### config.mk
export PLATFORM = sky130hd
export DESIGN_NAME = alu
export DESIGN_NICKNAME = d
export VERILOG_FILES = /design/src/rtl/cpu_pkg.sv /design/src/rtl/alu.sv
export SDC_FILE = /design/constraint.sdc
export NUM_CORES = 1
export LEC_CHECK = 0
export ABC_CLOCK_PERIOD_IN_PS = 9100
export BUFFER_PORTS_ARGS = -buffer_cell sky130_fd_sc_hd__clkbuf_2
export CELL_PAD_IN_SITES_DETAIL_PLACEMENT = 0
export CELL_PAD_IN_SITES_GLOBAL_PLACEMENT = 2
export CORE_MARGIN = 1
export CORE_UTILIZATION = 30
export DETAILED_ROUTE_END_ITERATION = 7
export PLACE_DENSITY = 0.86
export SYNTH_ARGS = -nofsm -noshare
export SYNTH_HDL_FRONTEND = slang
export SYNTH_SLANG_ARGS = --single-unit
### constraint.sdc
create_clock -name vclk -period 9.1
set_input_delay 1.82 -clock vclk [all_inputs]
set_output_delay 1.82 -clock vclk [all_outputs]
set_load 0.01 [all_outputs]
### src/rtl/cpu_pkg.sv
package cpu_pkg;

	// data word, byte address and instruction all share one width
	typedef logic [15:0] word_t;

	// register index, also the 4-bit immediate of shifts and memory ops
	typedef logic [3:0] reg_idx_t;

	// stored condition flags
	typedef logic [2:0] flags_t;

	// bit positions inside flags_t
	localparam int FLAG_Z = 2;
	localparam int FLAG_V = 1;
	localparam int FLAG_N = 0;

	// instruction field positions
	localparam int OPCODE_LSB = 12;
	localparam int RD_LSB = 8;
	localparam int RS_LSB = 4;
	localparam int RT_LSB = 0;
	// branch condition sits just under the opcode
	localparam int COND_LSB = 9;
	// signed word offset of B, starting at bit 0
	localparam int OFFSET_W = 9;
	// byte immediate of LLB and LHB, starting at bit 0
	localparam int IMM8_W = 8;

	// opcodes 7 and 13 are unused and behave as no-ops
	typedef enum logic [3:0] {
		ADD = 4'd0,
		SUB = 4'd1,
		XOR = 4'd2,
		AND = 4'd3,
		SLL = 4'd4,
		SRA = 4'd5,
		ROR = 4'd6,
		LW  = 4'd8,
		SW  = 4'd9,
		LLB = 4'd10,
		LHB = 4'd11,
		B   = 4'd12,
		PCS = 4'd14,
		HLT = 4'd15
	} opcode_t;

	// branch conditions, tested against the stored flags
	typedef enum logic [2:0] {
		NE = 3'd0,
		EQ = 3'd1,
		GT = 3'd2,
		LT = 3'd3,
		GE = 3'd4,
		LE = 3'd5,
		OV = 3'd6,
		UN = 3'd7
	} cond_t;

endpackage

### src/rtl/alu.sv
`timescale 1ns/10ps

module alu (
	input cpu_pkg::opcode_t opcode,
	input cpu_pkg::word_t a,
	input cpu_pkg::word_t b,
	input cpu_pkg::reg_idx_t imm,
	input logic alu_imm,
	output cpu_pkg::word_t result,
	output cpu_pkg::flags_t flags_new,
	output cpu_pkg::flags_t flags_wen
);
	import cpu_pkg::*;

	// second operand, register or scaled offset for memory ops
	word_t b_op;
	word_t sum;
	word_t diff;
	// doubled word so a right shift gives the rotate
	logic [31:0] rot;
	logic ovf;

	// offset counts words, so shift it into a byte offset
	assign b_op = alu_imm ? {{11{imm[3]}}, imm, 1'b0} : b;

	// both wrap on overflow
	assign sum = a + b_op;
	assign diff = a - b_op;
	assign rot = {a, a} >> imm;

	always_comb begin
		ovf = 1'b0;
		case (opcode)
			ADD: begin
				result = sum;
				// same-sign operands giving a result of the other sign
				ovf = (a[15] == b_op[15]) && (sum[15] != a[15]);
			end
			SUB: begin
				result = diff;
				ovf = (a[15] != b_op[15]) && (diff[15] != a[15]);
			end
			XOR: result = a ^ b_op;
			AND: result = a & b_op;
			SLL: result = a << imm;
			// arithmetic shift keeps the sign bit
			SRA: result = word_t'($signed(a) >>> imm);
			ROR: result = rot[15:0];
			// LW and SW land here with the address sum
			default: result = sum;
		endcase
	end

	always_comb begin
		flags_new = '0;
		flags_new[FLAG_Z] = (result == '0);
		flags_new[FLAG_V] = ovf;
		flags_new[FLAG_N] = result[15];
	end

	// write mask per opcode
	always_comb begin
		flags_wen = '0;
		case (opcode)
			// arithmetic updates all three
			ADD, SUB: flags_wen = '1;
			// logic and shifts touch only Z
			XOR, AND, SLL, SRA, ROR: flags_wen[FLAG_Z] = 1'b1;
			default: flags_wen = '0;
		endcase
	end

endmodule

* After elaboration in Yosys (flattened, before gate mapping)
Index checks and enable logic that the tools add are counted.
** Word-level totals
- Memories kept :: 0
- Latch bits :: 0
- Bits of input ports :: 41
- Memory bits (read-only) :: 0
- Flip-flop bits (word level) :: 0
- RAM bits :: 0
- Word-level logic and storage cells :: 28
** Cells by class
- Multiplexer cells :: 5
- Bitwise operators :: 2
- Reduce and logical (&&, ||, !) cells :: 6
- Equality and inequality tests :: 10
- $add $sub $neg :: 2
- Multiply operators :: 0
- Div/mod/pow operators :: 0
- $lt $le $gt $ge :: 0
- Shift-type cells :: 3
** Operators by type and width (count)
- $pmux W16 S6 :: 1
- $shr A32 B4 Y16 :: 1
- $add A16 B16 Y16 :: 1
- $and A16 B16 Y16 :: 1
- $logic_not A16 Y1 :: 1
- $mux W16 :: 1
- $shl A16 B4 Y16 :: 1
- $sshr A16 B4 Y16 :: 1
- $sub A16 B16 Y16 :: 1
- $xor A16 B16 Y16 :: 1
- $eq A4 B3 Y1 const B :: 3
- $eq A4 B2 Y1 const B :: 2
- $reduce_or A7 Y1 :: 1
- $eq A4 B1 Y1 const B :: 1
- $logic_not A4 Y1 :: 1
- $ne A1 B1 Y1 :: 3
- $logic_and A1 B1 Y1 :: 2
- $mux W2 :: 1
- $pmux W1 S2 :: 1
- $reduce_or A2 Y1 :: 1
- $eq A1 B1 Y1 :: 1
- $mux W1 :: 1

* Depth between registers and ports, before layout
Gate-level depths: netlist (run 1).
- Word-level depth :: 5
- Depth in mapped cells :: 19
- Mapped depth without buffers :: 15

* Worst setup path before layout (run 1)
OpenSTA, ideal clock, no wires.
- Path kind :: input to output
- Start point :: in imm[3]
- End point :: out flags_new[2]
- Buffers on the path :: 3
- Stages :: 17
- Data arrival time :: 5.352 ns
- Slack :: 1.928 ns
- Required time :: 7.280 ns
- Path through :: buf_2 inv_2 clkbuf_1 nor2_1 clkbuf_1 a21oi_1 ha_1 inv_1 a221oi_1 a21boi_0 o21ba_2 o31ai_1 mux2_2 a221o_1 nor2_1 nand4bb_1 nor4_2
** Between the ends
- Cells in the longest elaborated chain, start to end :: 4
- Elaborated cells between the ends (all ways) :: 10
- Classes of those cells :: 2 x add/sub; 3 x shift; 2 x mux; 2 x bitwise; 1 x reduce/logical
** RTL lines
- start: declaration :: line alu.sv:7 : input cpu_pkg::reg_idx_t imm,
- $mux W16 :: line alu.sv:24 : assign b_op = alu_imm ? {{11{imm[3]}}, imm, 1'b0} : b;
- $add A16 B16 Y16 (tied with other cells) :: line alu.sv:27 : assign sum = a + b_op;
- $pmux W16 S6 (*) :: line alu.sv:33 : case (opcode)
- net result[12] :: line alu.sv:9 : output cpu_pkg::word_t result,
- $logic_not A16 Y1 (*) :: line alu.sv:56 : flags_new[FLAG_Z] = (result == '0);
- end: declaration :: line alu.sv:10 : output cpu_pkg::flags_t flags_new,
Mark *: on every way through the listed nets, which the timed path passes. The rest lies on a longest branch.

* Worst setup path in the final report (run 1)
- Start point :: in imm[3]
- End point :: out flags_new[2]
** Between the ends
- Cells in the longest elaborated chain, start to end :: 4
- Elaborated cells between the ends (all ways) :: 10
- Classes of those cells :: 2 x add/sub; 3 x shift; 2 x mux; 2 x bitwise; 1 x reduce/logical
** RTL lines (line)
- $mux W16 :: alu.sv:24
- $add A16 B16 Y16 (tied with other cells) :: alu.sv:27
- $pmux W16 S6 (*) :: alu.sv:33
- $logic_not A16 Y1 (*) :: alu.sv:56
Mark *: on every way between the ends. The rest lies on a longest branch, timed or not.

==> results.md, run 1 <==
* Post-Syn Nets at 677
* Mux share of post-synthesis cell area at 17.4%
* Area delta synth->final at 7.96%
* Crit-path slowest cell: clkbuf_2
* DR iter-0 viols at 423
* Logic pwr share at 100.0%
* CP Data Arrival Time at 6.06 ns
* CP Class: in2out
* Vias in the first global route at 4492
* Reg area at 0 um^2
* Setup violators final at 0
* Wire per inst at 21.2 um
* HP Class: in2out
* Clock Power Share at 0%
* Gr ovfl total at 0
* Drt drc at 0
* Ranking of synthesized cells by area: ha_1 11%, mux4_2 8.2%, a21oi_1 6.4%
* Hold WS at 4.15 ns
* Via density at 6.08
* Clkbuf count at 0
* Seq/Total Area, Yosys at 0%
* Mean Syn Cell Area at 6.87 um^2
* Max Cap Violations at 0
* CTS resizes at 0
* Synth cell types at 75
* Final worst path period share at 86.6%
* Final HPWL DP at between 10000 and 15000 um
* Maximum fanout along the worst path at 28
* Switching share of power at 61.2%
* Worst-margin pin slew at 0.952 ns
* Cells after Synth at ~600
* Pint at 123 uW
* First-pass GRT wire length at around 26000 um
* Final Worst Setup Slack at between 1 and 1.5 ns
* Post-Synth Simple-Gate Area at around a quarter
* Synth Area in Compound Gates at 35.4%
* Sequential cell count at 0
* Setup Fix Bufs, Post-CTS at 0
* Min Tclk post-route at 7.88 ns
* Vias at 4823
* Kind of start point of the critical path: primary input
* Die area at about 14000 um^2
* Run status: finished clean
* Initial antenna violation count at 0
* Crit-path max cell delay at around 0.48 ns
* Antenna diodes at 0
* Power Total at 316 uW
* YS warnings at 0
* Synth top area share at 10.6%
* Synth Area in XOR/XNOR at 1.91%
* WL final at 16800 um
* Largest family of logic cells by synthesized area: compound AO/OA/AOI/OAI gates
* TNS Setup at 0 ns
* Crit. End Element: output pin
* Rows at 42
* Hold_buf cts at 0
* Adder-cell area share of the yosys netlist at 11.6%
* # IOs at 63
* Maximum clock rate at between 0.1 and 0.15 GHz
* RSZ-0062 raised after global routing: no
* Total Routing Usage GR at 23.3%
* CP required at approximately 7.3 ns
* Maximum vdd ir drop at 36.9 uV
* Die Ht at 119 um
* Pwr Density at just over 70 nW/um^2
* Share of cells above drive strength 1 at 17.5%
* Core Box Area at 13300 um^2
* Fin nets at 697
* Power share of the sequential group at 0%
* Slew Limit Fails at 0
* Leakage at 0.00189 uW
* CP cell instances: clkbuf_2 -> inv_2 -> nor2_1 -> buf_4 -> a21oi_1 -> ha_1 -> inv_1 -> a221oi_1 -> a21boi_0 -> o21ba_2 -> o31ai_1 -> mux2_2 -> a221o_1 -> nor2_1 -> nand4bb_1 -> nor4_2 -> clkbuf_2
* Final Hold Viols at 0
* Port Buf Inserts at 63
* Largest net degree at the start of global routing at 34
* DRT antenna net count at 0
* Synth Cell Area at 4120 um^2
* Setup WS pre-CTS at 1.31 ns
* Die Wd at approximately 120 um
* Starting Density at 31.0%
* Max-slew headroom at between 30% and 40%
* P_sw at 194 uW
* 1st-pass router iterations at 6
* Synth area leader: ha_1
* Gpl congestion at ~0.94
-- critical path, delay by kind of cell --
family                   cells  cell delay (ns)
adder cells (fa/ha/maj)      1             0.44
AND/OR/NAND/NOR              4             0.57
AO/OA/AOI/OAI                6             1.52
buffers and inverters        5             1.27
multiplexers                 1             0.38
-- cells in the mapped netlist, types with 5 or more instances --
library cell	number
o211ai_1	11
or3_1	10
o22ai_1	9
a21oi_1	53
a21o_1	6
a211oi_1	9
a31oi_1	7
nand3_1	8
o31ai_1	6
nor4_1	5
mux2_2	10
nor3_1	17
xor2_1	5
o221ai_1	9
o21a_1	6
buf_1	5
nand2b_1	12
nor2b_1	10
nor2_1	62
mux2i_1	23
buf_2	16
mux4_2	15
o21ai_0	37
a221oi_1	6
nand2_1	53
ha_1	35
clkbuf_1	23
inv_1	32
-- metal layers --
layer	up-vias	track usage (%)	share of wire, %
met5	-	0	0
met4	0	6.09	3.2
met3	31	1.82	6.6
met2	209	39.4	47
met1	2285	31.6	44
li1	2298	-	-
-- cell usage in the layout (no fill, tap or decap), types with 7 or more instances in the layout --
cell type,instances
a211oi_1,9
or3_1,10
a21oi_1,53
buf_4,7
nand3_1,8
a31oi_1,7
nor2b_1,10
mux2_2,10
nand2_1,53
inv_1,32
o21ai_0,37
o221ai_1,9
mux2i_1,23
nor3_1,17
nor2_1,62
o22ai_1,9
mux4_2,15
ha_1,35
o211ai_1,11
clkbuf_2,63
nand2b_1,12
-- cell families after synthesis --
family	after synthesis
AOI/OAI and AO/OA	214
and+or+nand+nor	204
buffers and inverters	85
muxes	50
adders and majority gates	37
xor gates and xnor gates	9
-- power by group through the flow --
stage / logic, uW / registers [uW] / clock network, uW
floorplan: 220 / 0 / 0
finish: 316 / 0 / 0
detailed placement: 311 / 0 / 0
CTS: 312 / 0 / 0
global route: 345 / 0 / 0
global placement: 309 / 0 / 0
-- path summary, 6_finish.rpt --
path	start	end	slack [ns]	depth (start not counted)
setup / recovery	imm[3]	flags_new[2]	1.22	17
hold / removal	opcode[3]	flags_wen[2]	4.15	3
-- stage by stage --
| stage | std cells | utilization, % | cell area [um^2] |
|---|---|---|---|
| after detailed placement | 793 | 33.4 | 4450 |
| after floorplan | 599 | - | 4120 |
| after global routing | 793 | 33.4 | 4450 |
| final | 793 | 33.4 | 4450 |
| after global placement | 793 | 33.4 | 4450 |
| after CTS | 793 | 33.4 | 4450 |
-- area by class of cell --
class / instances / area [um^2]
multi-input cells: 514 / 3730
repair buffers: 70 / 368
inverters: 33 / 124
well taps: 176 / 220
fillers: 1462 / 8850
(Power assumes the default switching activity.)
==> run 2: changes to the inputs <==
--- a/config.mk
+++ b/config.mk
@@ -5,14 +5,14 @@
 export SDC_FILE = /design/constraint.sdc
 export NUM_CORES = 1
 export LEC_CHECK = 0
-export ABC_CLOCK_PERIOD_IN_PS = 9100
+export ABC_CLOCK_PERIOD_IN_PS = 7100
 export BUFFER_PORTS_ARGS = -buffer_cell sky130_fd_sc_hd__clkbuf_2
 export CELL_PAD_IN_SITES_DETAIL_PLACEMENT = 0
 export CELL_PAD_IN_SITES_GLOBAL_PLACEMENT = 2
 export CORE_MARGIN = 1
 export CORE_UTILIZATION = 30
 export DETAILED_ROUTE_END_ITERATION = 7
-export PLACE_DENSITY = 0.86
+export PLACE_DENSITY = 0.9
 export SYNTH_ARGS = -nofsm -noshare
 export SYNTH_HDL_FRONTEND = slang
 export SYNTH_SLANG_ARGS = --single-unit
==> constraint.sdc (replaced) <==
create_clock -name vclk -period 7.1
set_input_delay 1.42 -clock vclk [all_inputs]
set_output_delay 1.42 -clock vclk [all_outputs]
set_load 0.01 [all_outputs]
==> run 2 against run 1 <==
Against the previous run: core utilization rose by 0.55 points; flip-flop and latch count did not move; critical path depth did not move; largest power group unchanged; cell count rose by 1.0%; global-route usage fell by 0.55 points; critical path type unchanged; first-iteration DRC count fell by 0.24%; wire length fell by 2.5%; power rose by 29%.
==> results.md, run 2 (synthesized netlist as in run 1, its figures left out) <==
* Fin nets at 705
* Met2 wire len at 7310 um
* Vias at roughly 4900
* Placed cell area at 4520 um^2
* Most common cell after layout, fill and taps aside: clkbuf_2
* Worst-margin pin slew at between 0.9 and 1 ns
* Crit. End Element: output pin
* Via density at 6.17
* Die Wd at 119 um
* Run status: finished clean
* Antenna diodes at 0
* Pwr Density at 90.4 nW/um^2
* Placed insts at 801
* Setup violators final at 0
* Max-slew headroom at between 30 and 40%
* Maximum vdd ir drop at 35.9 uV
* Clock Power Share at 0%
* # IOs at 63
* DRT antenna net count at 0
* Final HPWL DP at 13100 um
* Share of cells above drive strength 1 at approximately 19%
* Die area at about 14000 um^2
* CP required at ~5.7 ns
* CP Class: in2out
* Total Routing Usage GR at 22.7%
* Setup Fix Bufs, Post-CTS at 0
* Port Buf Inserts at 63
* Wire per inst at 20.5 um
* Power Total at 408 uW
* Maximum clock rate at between 0.15 and 0.2 GHz
* Die Ht at between 100 and 150 um
* 1st-pass router iterations at 5
* Leakage at ~0.0019 uW
* Initial antenna violation count at 0
* Finished Layout Cells at around 800
* HP Class: in2out
* TNS Setup at 0 ns
* Area delta synth->final at 9.72%
* Vias in the first global route at 4683
* Hold_buf cts at 0
* CTS resizes at 0
* Starting Density at 31.0%
* Min Tclk post-route at 6.52 ns
* P_sw at roughly 250 uW
* DR iter-0 viols at about 420
* Rows at 42
* CP Data Arrival Time at just over 5 ns
* Max Cap Violations at 0
* Pint at roughly 160 uW
* Clkbuf count at 0
* Gr ovfl total at 0
* Reg area at 0 um^2
* WL met3 at 1400 um
* Kind of start point of the critical path: primary input
* Power share of the sequential group at 0%
* Core Box Area at 13300 um^2
* Final worst path period share at between 90 and 100%
* Final Hold Viols at 0
* Sequential cell count at 0
* Logic pwr share at 100.0%
* Post-route design area at 4520 um^2
* Most frequent cells in the layout: 63 x clkbuf_2, 62 x nor2_1, 53 x a21oi_1, 53 x nand2_1, 37 x o21ai_0
* Maximum fanout along the worst path at 11
* RSZ-0062 raised after global routing: no
* Drt drc at 0
* WL final at 16400 um
* Largest net degree at the start of global routing at 46
* Met1 wire length at around 7000 um
* First-pass GRT wire length at 25800 um
* Top routing layer used: met4
* Gpl congestion at 0.992
* Slew Limit Fails at 0
* Switching share of power at 60.8%
run 2: changes by cell type in the layout (fill, tap and decap cells not counted):
cell / change
buf_4: +7
buf_12: +1
run 2: worst paths after layout:
kind / from / endpoint / slack, ns / depth (start not counted)
setup / recovery: alu_imm / flags_new[2] / 0.58 / 17
hold / removal: opcode[3] / flags_wen[2] / 3.34 / 3
run 2: power groups by stage:
stage	sequential, uW	combinational (uW)	clock (uW)
finish	0	408	0
global route	0	444	0
CTS	0	403	0
detailed placement	0	401	0
global placement	0	397	0
floorplan	0	282	0
run 2: layout make-up:
type | instances | area [um^2]
fill | 1449 | 8780
multi-input combinational | 514 | 3730
timing repair buffer | 78 | 440
tap | 176 | 220
inverter | 33 | 124
run 2: worst max-delay path, cell delays in order:
cell	delay, ns
clkbuf_2	0.16
inv_1	0.07
nor2_1	0.14
buf_4	0.22
a21oi_1	0.08
ha_1	0.41
inv_1	0.12
a221oi_1	0.37
a21boi_0	0.18
o21ba_2	0.25
o31ai_1	0.36
mux2_2	0.38
a221o_1	0.31
nor2_1	0.11
nand4bb_1	0.16
nor4_2	0.17
clkbuf_2	0.17
run 2: metrics by stage:
stage	setup WS (ns)	hold slack (ns)	util [%]
6_report	0.579	3.34	34.0
5_1_grt	0.324	3.38	34.0
4_1_cts	0.640	3.34	34.0
3_5_place_dp	0.662	3.34	34.0
3_3_place_gp	0.763	3.34	34.0
2_1_floorplan	0.728	2.92	-
run 2: metal layers:
metal  global-route usage [%]  up-vias
met5                        0        -
met4                     5.54        0
met3                     2.30       31
met2                     37.4      262
met1                     31.5     2337
li1                         -     2311
==> run 3: changes to the inputs <==
--- a/config.mk
+++ b/config.mk
@@ -5,14 +5,14 @@
 export SDC_FILE = /design/constraint.sdc
 export NUM_CORES = 1
 export LEC_CHECK = 0
-export ABC_CLOCK_PERIOD_IN_PS = 7100
+export ABC_CLOCK_PERIOD_IN_PS = 8200
 export BUFFER_PORTS_ARGS = -buffer_cell sky130_fd_sc_hd__clkbuf_2
 export CELL_PAD_IN_SITES_DETAIL_PLACEMENT = 0
 export CELL_PAD_IN_SITES_GLOBAL_PLACEMENT = 2
 export CORE_MARGIN = 1
 export CORE_UTILIZATION = 30
 export DETAILED_ROUTE_END_ITERATION = 7
-export PLACE_DENSITY = 0.9
+export PLACE_DENSITY = 0.86
 export SYNTH_ARGS = -nofsm -noshare
 export SYNTH_HDL_FRONTEND = slang
 export SYNTH_SLANG_ARGS = --single-unit
==> constraint.sdc (replaced) <==
create_clock -name vclk -period 8.2
set_input_delay 1.64 -clock vclk [all_inputs]
set_output_delay 1.64 -clock vclk [all_outputs]
set_load 0.01 [all_outputs]
==> run 3 against run 2 <==
Against the previous run: critical path depth unchanged; global-route usage grew 0.73 points; setup slack improved by 0.42 ns; die area did not move; worst hold slack improved by 0.43 ns; cell area decreased by 0.78%; via count fell by 1.6%; cell count is 0.37% lower; wire length rose by 3.9%; highest routed layer unchanged.
==> results.md, run 3 (synthesized netlist as in run 1, its figures left out) <==
* Setup violators final at 0
* DRT antenna net count at 0
* # IOs at 63
* Most frequent cells in the layout: 63 x clkbuf_2, 62 x nor2_1, 53 x a21oi_1, 53 x nand2_1, 37 x o21ai_0
* RSZ-0062 raised after global routing: no
* Die area at 14200 um^2
* CP required at about 6.6 ns
* Final worst path period share at 87.9%
* Final HPWL DP at 13500 um
* Slew Limit Fails at 0
* Drt drc at 0
* CP Data Arrival Time at 5.56 ns
* Starting Density at between 30% and 40%
* Maximum clock rate at 0.139 GHz
* Kind of start point of the critical path: primary input
* Setup crit start: alu_imm
* Sequential cell count at 0
* Logic pwr share at 100.0%
* Filler cell count at 1454
* Max Cap Violations at 0
* Crit. End Element: output pin
* Run status: finished clean
* Clock Power Share at 0%
* CTS resizes at 0
* Rows at 42
* Vias at 4864
* Max-slew headroom at 24.9%
* Antenna diodes at 0
* 1st-pass router iterations at 5
* TNS Setup at 0 ns
* Power share of the sequential group at 0%
* Most common cell after layout, fill and taps aside: clkbuf_2
* Final Hold Viols at 0
* Setup Fix Bufs, Post-CTS at 0
* First-pass GRT wire length at between 20000 and 30000 um
* Gr ovfl total at 0
* Die Ht at 119 um
* WL final at 17000 um
* CP Class: in2out
* Die Wd at 119 um
* Share of cells above drive strength 1 at 18.2%
* Core Box Area at between 10000 and 15000 um^2
* P_sw at 217 uW
* Worst-margin pin slew at 1.11 ns
* Total Routing Usage GR at 23.4%
* Maximum fanout along the worst path at 13
* Worst hold start: opcode[3]
* Port Buf Inserts at 63
* Switching share of power at between 60% and 70%
* Hold_buf cts at 0
* Reg area at 0 um^2
* Leakage at 0.00191 uW
* Maximum vdd ir drop at 34.8 uV
* Multi-input gate area at 3730 um^2
* Initial antenna violation count at 0
* Hold WS at 3.78 ns
* Largest net degree at the start of global routing at 37
* Hold Path Sink: flags_wen[2]
* Via density at 6.10
* Area delta synth->final at 8.87%
* Gpl congestion at just over 0.9
* Clkbuf count at 0
* DR iter-0 viols at 426
* Fin nets at 702
* Hold path depth at 3
* Wire per inst at 21.3 um
* Min Tclk post-route at slightly above 7 ns
* Pwr Density at 79.1 nW/um^2
* HP Class: in2out
* Pint at approximately 140 uW
* Vias in the first global route at 4534
-- run 3: cell types whose count changed in the layout (fill, tap and decap cells not counted) --
cell    previous run  this run
buf_4             14        12
buf_12             1         0
-- run 3: area by class of cell --
cell class	count	share of cell area [%]
repair buffers	75	9.04
inverters	33	2.76
well taps	176	4.91
multi-input cells	514	83.3
-- run 3: critical path, cell delays in order --
cell and delay [ns]:
clkbuf_2 0.14, inv_1 0.39, nor2_1 0.11, buf_4 0.21, a21oi_1 0.23, ha_1 0.35
nor3_1 0.23, o21ai_0 0.16, a21boi_0 0.31, nor2_1 0.13, xnor2_1 0.19, o2111a_1 0.20
o21ai_0 0.10, or4b_1 0.56, nand4bb_1 0.27, nor4_2 0.16, clkbuf_2 0.16
-- run 3: worst max path at each step --
stage              endpoint  depth (start not counted)
2_1_floorplan  flags_new[2]                         17
3_3_place_gp   flags_new[2]                         13
3_5_place_dp   flags_new[2]                         17
4_1_cts        flags_new[2]                         17
5_1_grt        flags_new[2]                         17
6_report       flags_new[2]                         17
-- run 3: power groups by stage --
stage               registers, uW  clock network [uW]  logic (uW)
floorplan                       0                   0         244
global placement                0                   0         346
detailed placement              0                   0         348
CTS                             0                   0         350
global route                    0                   0         384
finish                          0                   0         355
-- run 3: routing by layer --
metal,global-route usage [%],wire length (um)
met1,33.1,7620
met2,38.3,7930
met3,1.82,1050
met4,5.70,427
met5,0,0
-- run 3: stage by stage --
stage / setup WS [ns] / cells / instance area [um^2] / power (uW) / util, %
6_report: 0.995 / 798 / 4480 / 355 / 33.7
5_1_grt: 0.794 / 798 / 4480 / 384 / 33.7
4_1_cts: 1.10 / 798 / 4480 / 350 / 33.7
3_5_place_dp: 1.12 / 798 / 4480 / 348 / 33.7
3_3_place_gp: 1.22 / 798 / 4480 / 346 / 33.7
2_1_floorplan: 1.39 / 599 / 4120 / 244 / -
